--- src/addMulPkg.sv ---
`default_nettype none

package addMulPkg;

	// multiplier words xs and xc
	localparam int widthX = 8;
	// multiplicand y
	localparam int widthY = 8;
	// product and accumulator width
	localparam int widthP = widthX + widthY;
	// one row per multiplier bit plus the correction row
	localparam int ppRows = widthX + 1;

	// opMul returns the product, opMac folds it into the accumulator
	typedef enum logic {
		opMul = 1'b0,
		opMac = 1'b1
	} addMulOp_e;

	// request at the top-level input, 25 bits
	typedef struct packed {
		addMulOp_e op;
		logic [widthX-1:0] xs;
		logic [widthX-1:0] xc;
		logic [widthY-1:0] y;
	} addMulReq_t;

	// carry-save pair in flight, 33 bits
	typedef struct packed {
		addMulOp_e op;
		logic [widthP-1:0] sum;
		logic [widthP-1:0] carry;
	} csWord_t;

endpackage

`default_nettype wire

--- src/addMulPPGen.sv ---
`default_nettype none

module addMulPPGen (
	input  logic [addMulPkg::widthX-1:0] xs,
	input  logic [addMulPkg::widthX-1:0] xc,
	input  logic [addMulPkg::widthY-1:0] y,
	output logic [addMulPkg::ppRows*addMulPkg::widthP-1:0] pp
);

	// width of one selected multiple, 2y needs one extra bit
	localparam int multW = addMulPkg::widthY + 1;
	// sign-extension bits above a multiple
	localparam int extW = addMulPkg::widthP - multW;
	// index of the negatively weighted digit
	localparam int topI = addMulPkg::widthX - 1;

	// digit flags per bit pair
	logic [addMulPkg::widthX-1:0] m1;
	logic [addMulPkg::widthX-1:0] m2;
	// y and 2y, both sign-extended to multW
	logic [multW-1:0] yOne;
	logic [multW-1:0] yTwo;
	// one's complements for the top digit
	logic [multW-1:0] yOneN;
	logic [multW-1:0] yTwoN;
	logic [addMulPkg::widthP-1:0] rows [addMulPkg::ppRows];

	////////////////////////////////////////////////////////////////////////////
	// digit recoding
	// digit = xs[i] + xc[i], so m1 means 1 and m2 means 2
	assign m1 = xs ^ xc;
	assign m2 = xs & xc;

	assign yOne  = {y[addMulPkg::widthY-1], y};
	assign yTwo  = {y, 1'b0};
	assign yOneN = ~yOne;
	assign yTwoN = ~yTwo;

	////////////////////////////////////////////////////////////////////////////
	// row generation
	for (genvar i = 0; i < addMulPkg::widthX; i++) begin : genRow
		logic [multW-1:0] mult;
		if (i < topI) begin : genPos
			// positive weight, select 0, y or 2y then sign-extend and shift
			assign mult = ({multW{m1[i]}} & yOne) | ({multW{m2[i]}} & yTwo);
			assign rows[i] = {{extW{mult[multW-1]}}, mult} << i;
		end else begin : genNeg
			// negative weight, complement now and add the missing ones below
			assign mult = ({multW{m1[i]}} & yOneN) | ({multW{m2[i]}} & yTwoN);
			// top row reaches bit widthP-1 exactly, no extension
			assign rows[i] = {mult, {i{1'b0}}};
		end
	end

	// correction row
	// ~y and ~(2y) both miss a single one at the top digit weight
	assign rows[addMulPkg::widthX] = {{(addMulPkg::widthP-topI-1){1'b0}},
		m2[topI] | m1[topI], {topI{1'b0}}};

	// flatten rows, row 0 in the low bits
	for (genvar r = 0; r < addMulPkg::ppRows; r++) begin : genPack
		assign pp[r*addMulPkg::widthP +: addMulPkg::widthP] = rows[r];
	end

endmodule

`default_nettype wire

--- src/addMulTop.sv ---
`default_nettype none

module addMulTop #(
	parameter int pipeDepth = 1
) (
	input  logic clk,
	input  logic rstN,
	input  logic inValid,
	input  addMulPkg::addMulReq_t req,
	output logic outValid,
	output logic [addMulPkg::widthP-1:0] result
);

	// producer to buffer
	logic csValid;
	addMulPkg::csWord_t cs;
	// buffer to consumer
	logic bufValid;
	addMulPkg::csWord_t bufCs;

	// request capture, generation and reduction, 1 cycle
	ppProducer ppProducer_i (
		.clk     (clk),
		.rstN    (rstN),
		.inValid (inValid),
		.req     (req),
		.csValid (csValid),
		.cs      (cs)
	);

	// delay chain, pipeDepth cycles
	csBuffer #(
		.pipeDepth (pipeDepth)
	) csBuffer_i (
		.clk      (clk),
		.rstN     (rstN),
		.inValid  (csValid),
		.inWord   (cs),
		.outValid (bufValid),
		.outWord  (bufCs)
	);

	// final add and accumulate, 1 cycle
	macConsumer macConsumer_i (
		.clk      (clk),
		.rstN     (rstN),
		.inValid  (bufValid),
		.inWord   (bufCs),
		.outValid (outValid),
		.result   (result)
	);

endmodule

`default_nettype wire

--- src/csBuffer.sv ---
`default_nettype none

module csBuffer #(
	parameter int pipeDepth = 1
) (
	input  logic clk,
	input  logic rstN,
	input  logic inValid,
	input  addMulPkg::csWord_t inWord,
	output logic outValid,
	output addMulPkg::csWord_t outWord
);

	// stage 0 is nearest the input
	addMulPkg::csWord_t wordQ [pipeDepth];
	logic [pipeDepth-1:0] validQ;

	// valid shift chain
	always_ff @(posedge clk or negedge rstN) begin
		if (!rstN) begin
			validQ <= '0;
		end else begin
			validQ[0] <= inValid;
			for (int i = 1; i < pipeDepth; i++) begin
				validQ[i] <= validQ[i-1];
			end
		end
	end

	// word shift chain
	// shifts every cycle so words keep lockstep with their valid bits
	always_ff @(posedge clk) begin
		wordQ[0] <= inWord;
		for (int i = 1; i < pipeDepth; i++) begin
			wordQ[i] <= wordQ[i-1];
		end
	end

	// last stage drives the consumer
	assign outValid = validQ[pipeDepth-1];
	assign outWord  = wordQ[pipeDepth-1];

endmodule

`default_nettype wire

--- src/macConsumer.sv ---
`default_nettype none

module macConsumer (
	input  logic clk,
	input  logic rstN,
	input  logic inValid,
	input  addMulPkg::csWord_t inWord,
	output logic outValid,
	output logic [addMulPkg::widthP-1:0] result
);

	// running total
	logic [addMulPkg::widthP-1:0] accQ;
	// resolved product
	logic [addMulPkg::widthP-1:0] product;
	// accumulator plus product
	logic [addMulPkg::widthP-1:0] accNext;

	////////////////////////////////////////////////////////////////////////////
	// final carry-propagate adds
	// both wrap modulo 2^widthP
	assign product = inWord.sum + inWord.carry;
	assign accNext = accQ + product;

	////////////////////////////////////////////////////////////////////////////
	// accumulator and result register
	always_ff @(posedge clk or negedge rstN) begin
		if (!rstN) begin
			accQ     <= '0;
			result   <= '0;
			outValid <= 1'b0;
		end else begin
			outValid <= inValid;
			if (inValid) begin
				case (inWord.op)
					addMulPkg::opMac: begin
						// total becomes the result
						accQ   <= accNext;
						result <= accNext;
					end
					default: begin
						// plain product, accumulator untouched
						result <= product;
					end
				endcase
			end
		end
	end

endmodule

`default_nettype wire

--- src/ppProducer.sv ---
`default_nettype none

module ppProducer (
	input  logic clk,
	input  logic rstN,
	input  logic inValid,
	input  addMulPkg::addMulReq_t req,
	output logic csValid,
	output addMulPkg::csWord_t cs
);

	// captured request
	addMulPkg::addMulReq_t reqQ;
	logic reqValidQ;
	// flat partial-product rows
	logic [addMulPkg::ppRows*addMulPkg::widthP-1:0] pp;
	// reduced pair before the output register
	logic [addMulPkg::widthP-1:0] ppSum;
	logic [addMulPkg::widthP-1:0] ppCarry;

	// strobes, one per stage
	always_ff @(posedge clk or negedge rstN) begin
		if (!rstN) begin
			reqValidQ <= 1'b0;
			csValid   <= 1'b0;
		end else begin
			reqValidQ <= inValid;
			csValid   <= reqValidQ;
		end
	end

	// input register
	always_ff @(posedge clk) begin
		if (inValid) begin
			reqQ <= req;
		end
	end

	// combinational generation and reduction
	addMulPPGen addMulPPGen_i (
		.xs (reqQ.xs),
		.xc (reqQ.xc),
		.y  (reqQ.y),
		.pp (pp)
	);

	ppReduce ppReduce_i (
		.pp    (pp),
		.sum   (ppSum),
		.carry (ppCarry)
	);

	// output register, opcode rides along with the pair
	always_ff @(posedge clk) begin
		if (reqValidQ) begin
			cs.op    <= reqQ.op;
			cs.sum   <= ppSum;
			cs.carry <= ppCarry;
		end
	end

endmodule

`default_nettype wire

--- src/ppReduce.sv ---
`default_nettype none

module ppReduce (
	input  logic [addMulPkg::ppRows*addMulPkg::widthP-1:0] pp,
	output logic [addMulPkg::widthP-1:0] sum,
	output logic [addMulPkg::widthP-1:0] carry
);

	// rows left after the given number of 3:2 levels
	function automatic int rowsAt(input int level);
		int n;
		n = addMulPkg::ppRows;
		for (int i = 0; i < level; i++) begin
			n = n - n / 3;
		end
		return n;
	endfunction

	// levels until two rows remain
	function automatic int levelCount();
		int n;
		int l;
		n = addMulPkg::ppRows;
		l = 0;
		while (n > 2) begin
			n = n - n / 3;
			l++;
		end
		return l;
	endfunction

	localparam int numLevels = levelCount();

	// row storage per level, only the first rowsAt(l) entries carry data
	logic [addMulPkg::widthP-1:0] lvl [numLevels+1][addMulPkg::ppRows];

	// level 0 straight from the generator
	for (genvar r = 0; r < addMulPkg::ppRows; r++) begin : genIn
		assign lvl[0][r] = pp[r*addMulPkg::widthP +: addMulPkg::widthP];
	end

	////////////////////////////////////////////////////////////////////////////
	// carry-save levels
	for (genvar l = 0; l < numLevels; l++) begin : genLevel
		localparam int rowsIn = rowsAt(l);
		localparam int groups = rowsIn / 3;
		localparam int rowsOut = rowsAt(l + 1);

		// one full-adder row per group of three
		for (genvar g = 0; g < groups; g++) begin : genCsa
			logic [addMulPkg::widthP-1:0] a;
			logic [addMulPkg::widthP-1:0] b;
			logic [addMulPkg::widthP-1:0] c;
			logic [addMulPkg::widthP-1:0] maj;
			assign a = lvl[l][3*g];
			assign b = lvl[l][3*g+1];
			assign c = lvl[l][3*g+2];
			assign maj = (a & b) | (a & c) | (b & c);
			assign lvl[l+1][2*g] = a ^ b ^ c;
			// carries move up one bit, the top one falls off
			assign lvl[l+1][2*g+1] = {maj[addMulPkg::widthP-2:0], 1'b0};
		end

		// leftover rows pass through untouched
		for (genvar r = 3 * groups; r < rowsIn; r++) begin : genPass
			assign lvl[l+1][r-groups] = lvl[l][r];
		end

		// idle slots of the next level
		for (genvar r = rowsOut; r < addMulPkg::ppRows; r++) begin : genIdle
			assign lvl[l+1][r] = '0;
		end
	end

	assign sum   = lvl[numLevels][0];
	assign carry = lvl[numLevels][1];

endmodule

`default_nettype wire

--- config.mk ---
export PLATFORM = sky130hd
export DESIGN_NAME = addMulTop
export DESIGN_NICKNAME = d
export VERILOG_FILES = /design/src/addMulPkg.sv /design/src/addMulPPGen.sv /design/src/addMulTop.sv /design/src/csBuffer.sv /design/src/macConsumer.sv /design/src/ppProducer.sv /design/src/ppReduce.sv
export SDC_FILE = /design/constraint.sdc
export NUM_CORES = 1
export LEC_CHECK = 0
export BUFFER_PORTS_ARGS = -buffer_cell sky130_fd_sc_hd__buf_2
export CAP_MARGIN = 30
export CORE_UTILIZATION = 53
export CTS_BUF_LIST = sky130_fd_sc_hd__clkbuf_8
export DETAILED_ROUTE_END_ITERATION = 8
export GPL_ROUTABILITY_DRIVEN = 0
export PLACE_DENSITY_LB_ADDON = 0.15
export SKIP_LAST_GASP = 1
export SYNTH_ARGS = -nofsm -noshare
export SYNTH_HDL_FRONTEND = slang
export SYNTH_SLANG_ARGS = --single-unit
--- constraint.sdc ---
create_clock -name clk -period 3.3 [get_ports clk]
set_clock_uncertainty 0.05 [all_clocks]
set_input_delay 0.33 -clock clk [delete_from_list [all_inputs] [get_ports clk]]
set_output_delay 0.33 -clock clk [all_outputs]
set_load 0.005 [all_outputs]
* Yosys cells after proc, flatten, opt, wreduce, memory -nomap -nowiden
Memories as Yosys holds them, arrays and structs flattened.
Index checks and enable logic that the tools add are counted.
** Word-level totals
- Input bits :: 28
- Bits in latches :: 0
- ROM bits :: 0
- RAM bits :: 32
- Bits in registers :: 93
- Word-level logic and storage cells :: 96
- Output and inout port bits :: 17
- Memories :: 1
** Cells by class
- Multiply operators :: 0
- $lt $le $gt $ge :: 0
- Bitwise gates (word level) :: 78
- Shift operators :: 0
- Multiplexer cells :: 1
- $add $sub $neg :: 2
- Div/mod/pow operators :: 0
- Equality and inequality tests :: 0
- Reduce and logical (&&, ||, !) cells :: 1
** Memory list
- csBuffer_i.wordQ :: depth 1, bits a word 32, read ports 1, clocked after memory_dff 0, wr ports 1, line csBuffer.sv:15 : addMulPkg::csWord_t wordQ [pipeDepth];
** Operators with widths (count)
- $and 15x15->15 :: 19
- $or 15x15->15 :: 14
- $xor 16x16->16 :: 13
- $and 9x9->9 :: 16
- $or 9x9->9 :: 8
- $add 16x16->16 :: 2
- $and 15x8->15 :: 2
- $not 9->9 :: 2
- $mux 16 :: 1
- $xor 16x8->16 :: 1
- $and 8x8->8 :: 1
- $xor 8x8->8 :: 1
- $reduce_and 2->1 :: 1
- $or 1x1->1 :: 1

* Logic depth before layout (Yosys ltp)
- Depth after elaboration :: 15
- Gate-level depth with buffers :: 15
- Mapped depth without buffers :: 15

* Hierarchy
From an unflattened synthesis, not the netlist that was laid out.
** Unflattened totals
- Cells, all modules :: 832
- Area, all modules :: 9487.8 um2
** By module, submodules not included
- macConsumer :: cells each 315, times used 1, area each 2867.8 um2, sequential area each 825.8 um2
- ppReduce :: cells each 236, times used 1, area each 2642.5 um2, sequential area each 0.0 um2
- ppProducer :: cells each 60, times used 1, area each 1791.7 um2, sequential area each 1791.7 um2
- addMulPPGen :: cells each 187, times used 1, area each 1500.2 um2, sequential area each 0.0 um2
- csBuffer :: cells each 34, times used 1, area each 685.7 um2, sequential area each 685.7 um2

* Least setup slack after synthesis
OpenSTA, ideal clock, no wires.
- Path type :: register to register
- From :: register ppProducer_i.reqQ[16] (netlist name)
- To :: register ppProducer_i.cs[31] (netlist name)
- Arrival time :: 3.229 ns
- Slack :: -0.239 ns
- Stages on the path, launching flop included :: 11
- Setup time :: 0.259 ns
- Required time :: 2.991 ns
- Clock period less this slack :: 3.539 ns
- Buffers on the path :: 1
- Cells stage by stage :: edfxtp_1 > ha_1 > clkbuf_1 > o21ai_0 > fa_1 > fa_1 > fa_1 > xor2_1 > xnor2_1 > xnor2_1 > xnor2_1
** Between the ends
- Cells in the longest elaborated chain, start to end :: 14
- Elaborated cells on any way between the ends :: 27
- Classes of those cells :: bitwise (27)
** Ends and longest elaborated chain
- start: declaration :: line ppProducer.sv:13 : addMulPkg::addMulReq_t reqQ;
- start signal: assignment :: line ppProducer.sv:35 : reqQ <= req;
- $xor 8x8->8 / $and 8x8->8 (equally long branches) :: line addMulPPGen.sv:31, addMulPPGen.sv:32
- $and 9x9->9 :: line addMulPPGen.sv:45 : assign mult = ({multW{m1[i]}} & yOne) | ({multW{m2[i]}} & yTwo);
- $or 9x9->9 (*) :: line addMulPPGen.sv:45
- $and 15x15->15 :: line ppReduce.sv:58 : assign maj = (a & b) | (a & c) | (b & c);
- $or 15x15->15 (2 in series) :: line ppReduce.sv:58
- $and 15x15->15 :: line ppReduce.sv:58
- $or 15x15->15 (2 in series) :: line ppReduce.sv:58
- $and 15x15->15 :: line ppReduce.sv:58
- $or 15x15->15 (2 in series) :: line ppReduce.sv:58
- $xor 16x16->16 (*) (2 in series) :: line ppReduce.sv:59 : assign lvl[l+1][2*g] = a ^ b ^ c;
- via ppProducer_i.ppReduce_i.sum, one bit :: line ppReduce.sv:5 : output logic [addMulPkg::widthP-1:0] sum,
Mark *: on every way through the listed nets, which the timed path passes. The rest lies on a longest branch.
A chain may end at the register's enable or synchronous reset.

* Final worst setup path
- From :: register ppProducer_i.reqQ[12] (netlist name)
- To :: register ppProducer_i.cs[27] (netlist name)
** Between the ends
- Cells in the longest elaborated chain, start to end :: 13
- Elaborated cells on any way between the ends :: 31
- Classes of those cells :: bitwise (31)
** Ends and longest elaborated chain (line)
- $xor 8x8->8 / $and 8x8->8 (equally long branches) :: addMulPPGen.sv:31, addMulPPGen.sv:32
- $and 9x9->9 :: addMulPPGen.sv:45
- $or 9x9->9 (*) :: addMulPPGen.sv:45
- $xor 16x16->16 / $and 15x15->15 (equally long branches) :: ppReduce.sv:59, ppReduce.sv:58
- $xor 16x16->16 / $or 15x15->15 (equally long branches) :: ppReduce.sv:59, ppReduce.sv:58
- $and 15x15->15 / $or 15x15->15 (equally long branches) :: ppReduce.sv:58
- $or 15x15->15 / $xor 16x16->16 (equally long branches) (2 in series) :: ppReduce.sv:58, ppReduce.sv:59
- $and 15x15->15 :: ppReduce.sv:58
- $or 15x15->15 (2 in series) :: ppReduce.sv:58
- $xor 16x16->16 :: ppReduce.sv:59
- $xor 16x16->16 (*) :: ppReduce.sv:59
- via ppProducer_i.ppReduce_i.sum, one bit :: ppReduce.sv:5
Marked as above.

==> impl_results.md <==
* RSZ-0062 raised after global routing: yes
* Post-detail-place hpwl at approximately 9700 um
* Die Span Y at about 120 um
* Hold Path Class: in2reg
* Total gr overflow at 0
* Final setup fails at 2
* Clock buffer depth at 2
* Clock slew at reported path FFs at around 0.070 ns
* Fillers at between 900 and 1k
* Fraction of registers with async set/reset at a little under a third
* Critical Path, Cell by Cell: ha_4, buf_6, a22o_1, fa_1, inv_1, fa_2, fa_1, inv_1, fa_1
* Post-Syn Nets at ~740
* TritonRoute pass-1 iters at 5
* Period utilization at 100%
* Yosys warnings at 0
* Largest net degree at the start of global routing at 37
* Via count at approximately 4.8k
* Clock Tree Root: clkbuf_8
* Die width at around 120 um
* Violations in the final reports: negative setup slack
* Layout area overhead at 22.2%
* Most frequent cells in the layout: 66 x inv_1, 53 x fa_1, 53 x edfxtp_1, 44 x buf_2
* Critical path arrival at ~3.4 ns
* Number of synthesized flops with an enable pin at between 50 and 60
* Status: finished, violations left
* Layout cell share with drive strength beyond 1 at between 20% and 30%
* TritonCTS clock tree: built
* Max stage delay on crit path at 0.52 ns
* I/O pin count at between 40 and 50
* Standard cell core area at roughly 0.013 sq mm
* Startpoint Class: flip-flop
* Period minus WS final at 3.31 ns
* Area of the multi-input gates at 0.00385 sq mm
* Avg Inst Size Synth at between 10 and 15 sq um
* Post-Route WL at 13500 um
* Cell Area, Synth at 0.00714 sq mm
* Worst setup margin at -0.00816 ns
* DR WL/cell at 15.2 um
* Least-Margin Pin Slew at 0.824 ns
* Max_cap viols at 0
* Top post-synthesis cells by area: edfxtp_1 22%, fa_1 16%, dfrtp_1 13%
* DRT iter0 DRCs at between 200 and 250
* CTS H-tree depth at 4
* Die Area at 0.0139 sq mm
* Hold Vio Cnt, Final at 0
* Reg area at approximately 0.0031 sq mm
* # diodes at 0
* Vias/cell at around 5.4
* Number of port buffers at between 40 and 50
* FF+latch count, synth at about 120
* Post-synth top area share at between 20% and 30%
* Routed Antenna Nets at 0
* Num Clock Sinks at approximately 120
* Element type at the critical path end: flip-flop
* Row count at between 40 and 50
* Vias in the first global route at roughly 5.0k
* Slew margin rel. at between 40% and 50%
* Syn Inst Count at ~600
* Pre-CTS setup slack at -0.148 ns
* Max Slew Vio Count at 0
* Crit-path slowest cell: fa_2
* First-pass GRT wire length at 22700 um
* Critical Path Fanout Max at 4
* Most common cell after layout, fill and taps aside: inv_1
* Skew-Pair Late Insertion Delay at 0.43 ns
* Critical path's most frequent cell: fa_1
* DRC errors left at 0
* Class of the most critical setup path: reg2reg
* Initial Util at 54.1%
* Antenna violations before repair at 0
* Seq/Total Area, Yosys at between 40% and 50%
* F_max at between 0.3 and 0.4 GHz
* Total Routing Usage GR at about a fifth
* Crit path required time at about 3.4 ns
* Predominant post-synthesis flop cell: edfxtp_1
* Final #Nets at approximately 830
* Unique cell type count in the Yosys netlist at 57
* Synth area leader: edfxtp_1
* Num CTS Buffers at 17
per-layer routing:
layer  track usage [%]  vias to the layer above  wire [um]
met4              11.3                        0        386
li1                  -                     2279          -
met2              36.5                      122       7080
met3              5.33                       26        489
met5                 0                        -          0
met1              23.7                     2327       5500
timing repair:
| action | CTS | global route |
|---|---|---|
| pin swaps | 15 | 37 |
| setup buffers | 0 | 5 |
| hold endpoints to repair | 61 | 0 |
| hold buffers | 26 | 0 |
| setup endpoints to repair | 22 | 26 |
| gates resized for setup | 14 | 30 |
through the flow:
| stage | hold slack, ns | cells | cell area [sq um] | utilization (%) | TNS [ns] |
|---|---|---|---|---|---|
| final | 0.277 | 883 | 8720 | 66.1 | -0.0112 |
| after CTS | 0.256 | 878 | 8580 | 65.0 | -0.0382 |
| after global placement | 0.275 | 819 | 7720 | 58.5 | -0.515 |
| after detailed placement | 0.277 | 820 | 7750 | 58.7 | -1.44 |
| after floorplan | -0.0156 | 598 | 7170 | - | -0.138 |
| after global routing | 0.268 | 883 | 8720 | 66.1 | -0.890 |
logic make-up after synthesis:
family	synth area share, %
AND/OR/NAND/NOR	4.49
adder cells (fa/ha/maj)	25.1
flip-flops	42.8
AO/OA/AOI/OAI	15.2
XOR/XNOR	3.66
multiplexers	2.84
buffers and inverters	5.92
critical path, delay by kind of cell (launching register included):
family                     cells  cell delay [ns]
adders and majority gates      5             2.11
AOI/OAI and AO/OA              1             0.19
buffers and inverters          3             0.26
DFF                            1             0.42
final cells by class:
| cell class | count | area share [%] |
|---|---|---|
| clock inverters | 14 | 2.64 |
| inverters | 70 | 3.04 |
| flip-flops and latches | 117 | 35.1 |
| repair buffers | 115 | 9.70 |
| clock buffers | 18 | 2.84 |
| well taps | 176 | 2.53 |
| multi-input cells | 373 | 44.2 |
sequential cells by signal, summed over array words and instances (netlist names):
name and cells:
csBuffer_i.wordQ 28, ppProducer_i.cs 28, ppProducer_i.reqQ 25, macConsumer_i.accQ 16, macConsumer_i.result 16, csBuffer_i.outValid 1, macConsumer_i.outValid 1, ppProducer_i.csValid 1
ppProducer_i.reqValidQ 1
synth_stat cells (all sizes together) (16+ instances only):
library cell,instances
nand2,26
fa,57
o21ai,23
a22o,18
inv,69
clkbuf,33
ha,52
xnor2,16
a21oi,26
nor2,21
dfxtp,28
a22oi,33
dfrtp,36
edfxtp,53
worst paths after layout:
check | start | to | slack, ns | depth (start not counted)
setup / recovery | ppProducer_i.reqQ[12] | ppProducer_i.cs[27] | -0.008 | 9
hold / removal | inValid | ppProducer_i.reqValidQ | 0.28 | 1
setup reg to reg | ppProducer_i.reqQ[12] | ppProducer_i.cs[27] | -0.008 | 9
hold reg to reg | ppProducer_i.cs[26] | csBuffer_i.wordQ[0][25] | 0.29 | 0
max in group asynchronous | rstN | macConsumer_i.accQ[9] | 2.19 | 2
min in group asynchronous | rstN | macConsumer_i.result[1] | 0.48 | 2
Power is left out: the tool's default activity adds up to more than one toggle a clock period on the data nets, which glitch-free logic cannot reach.
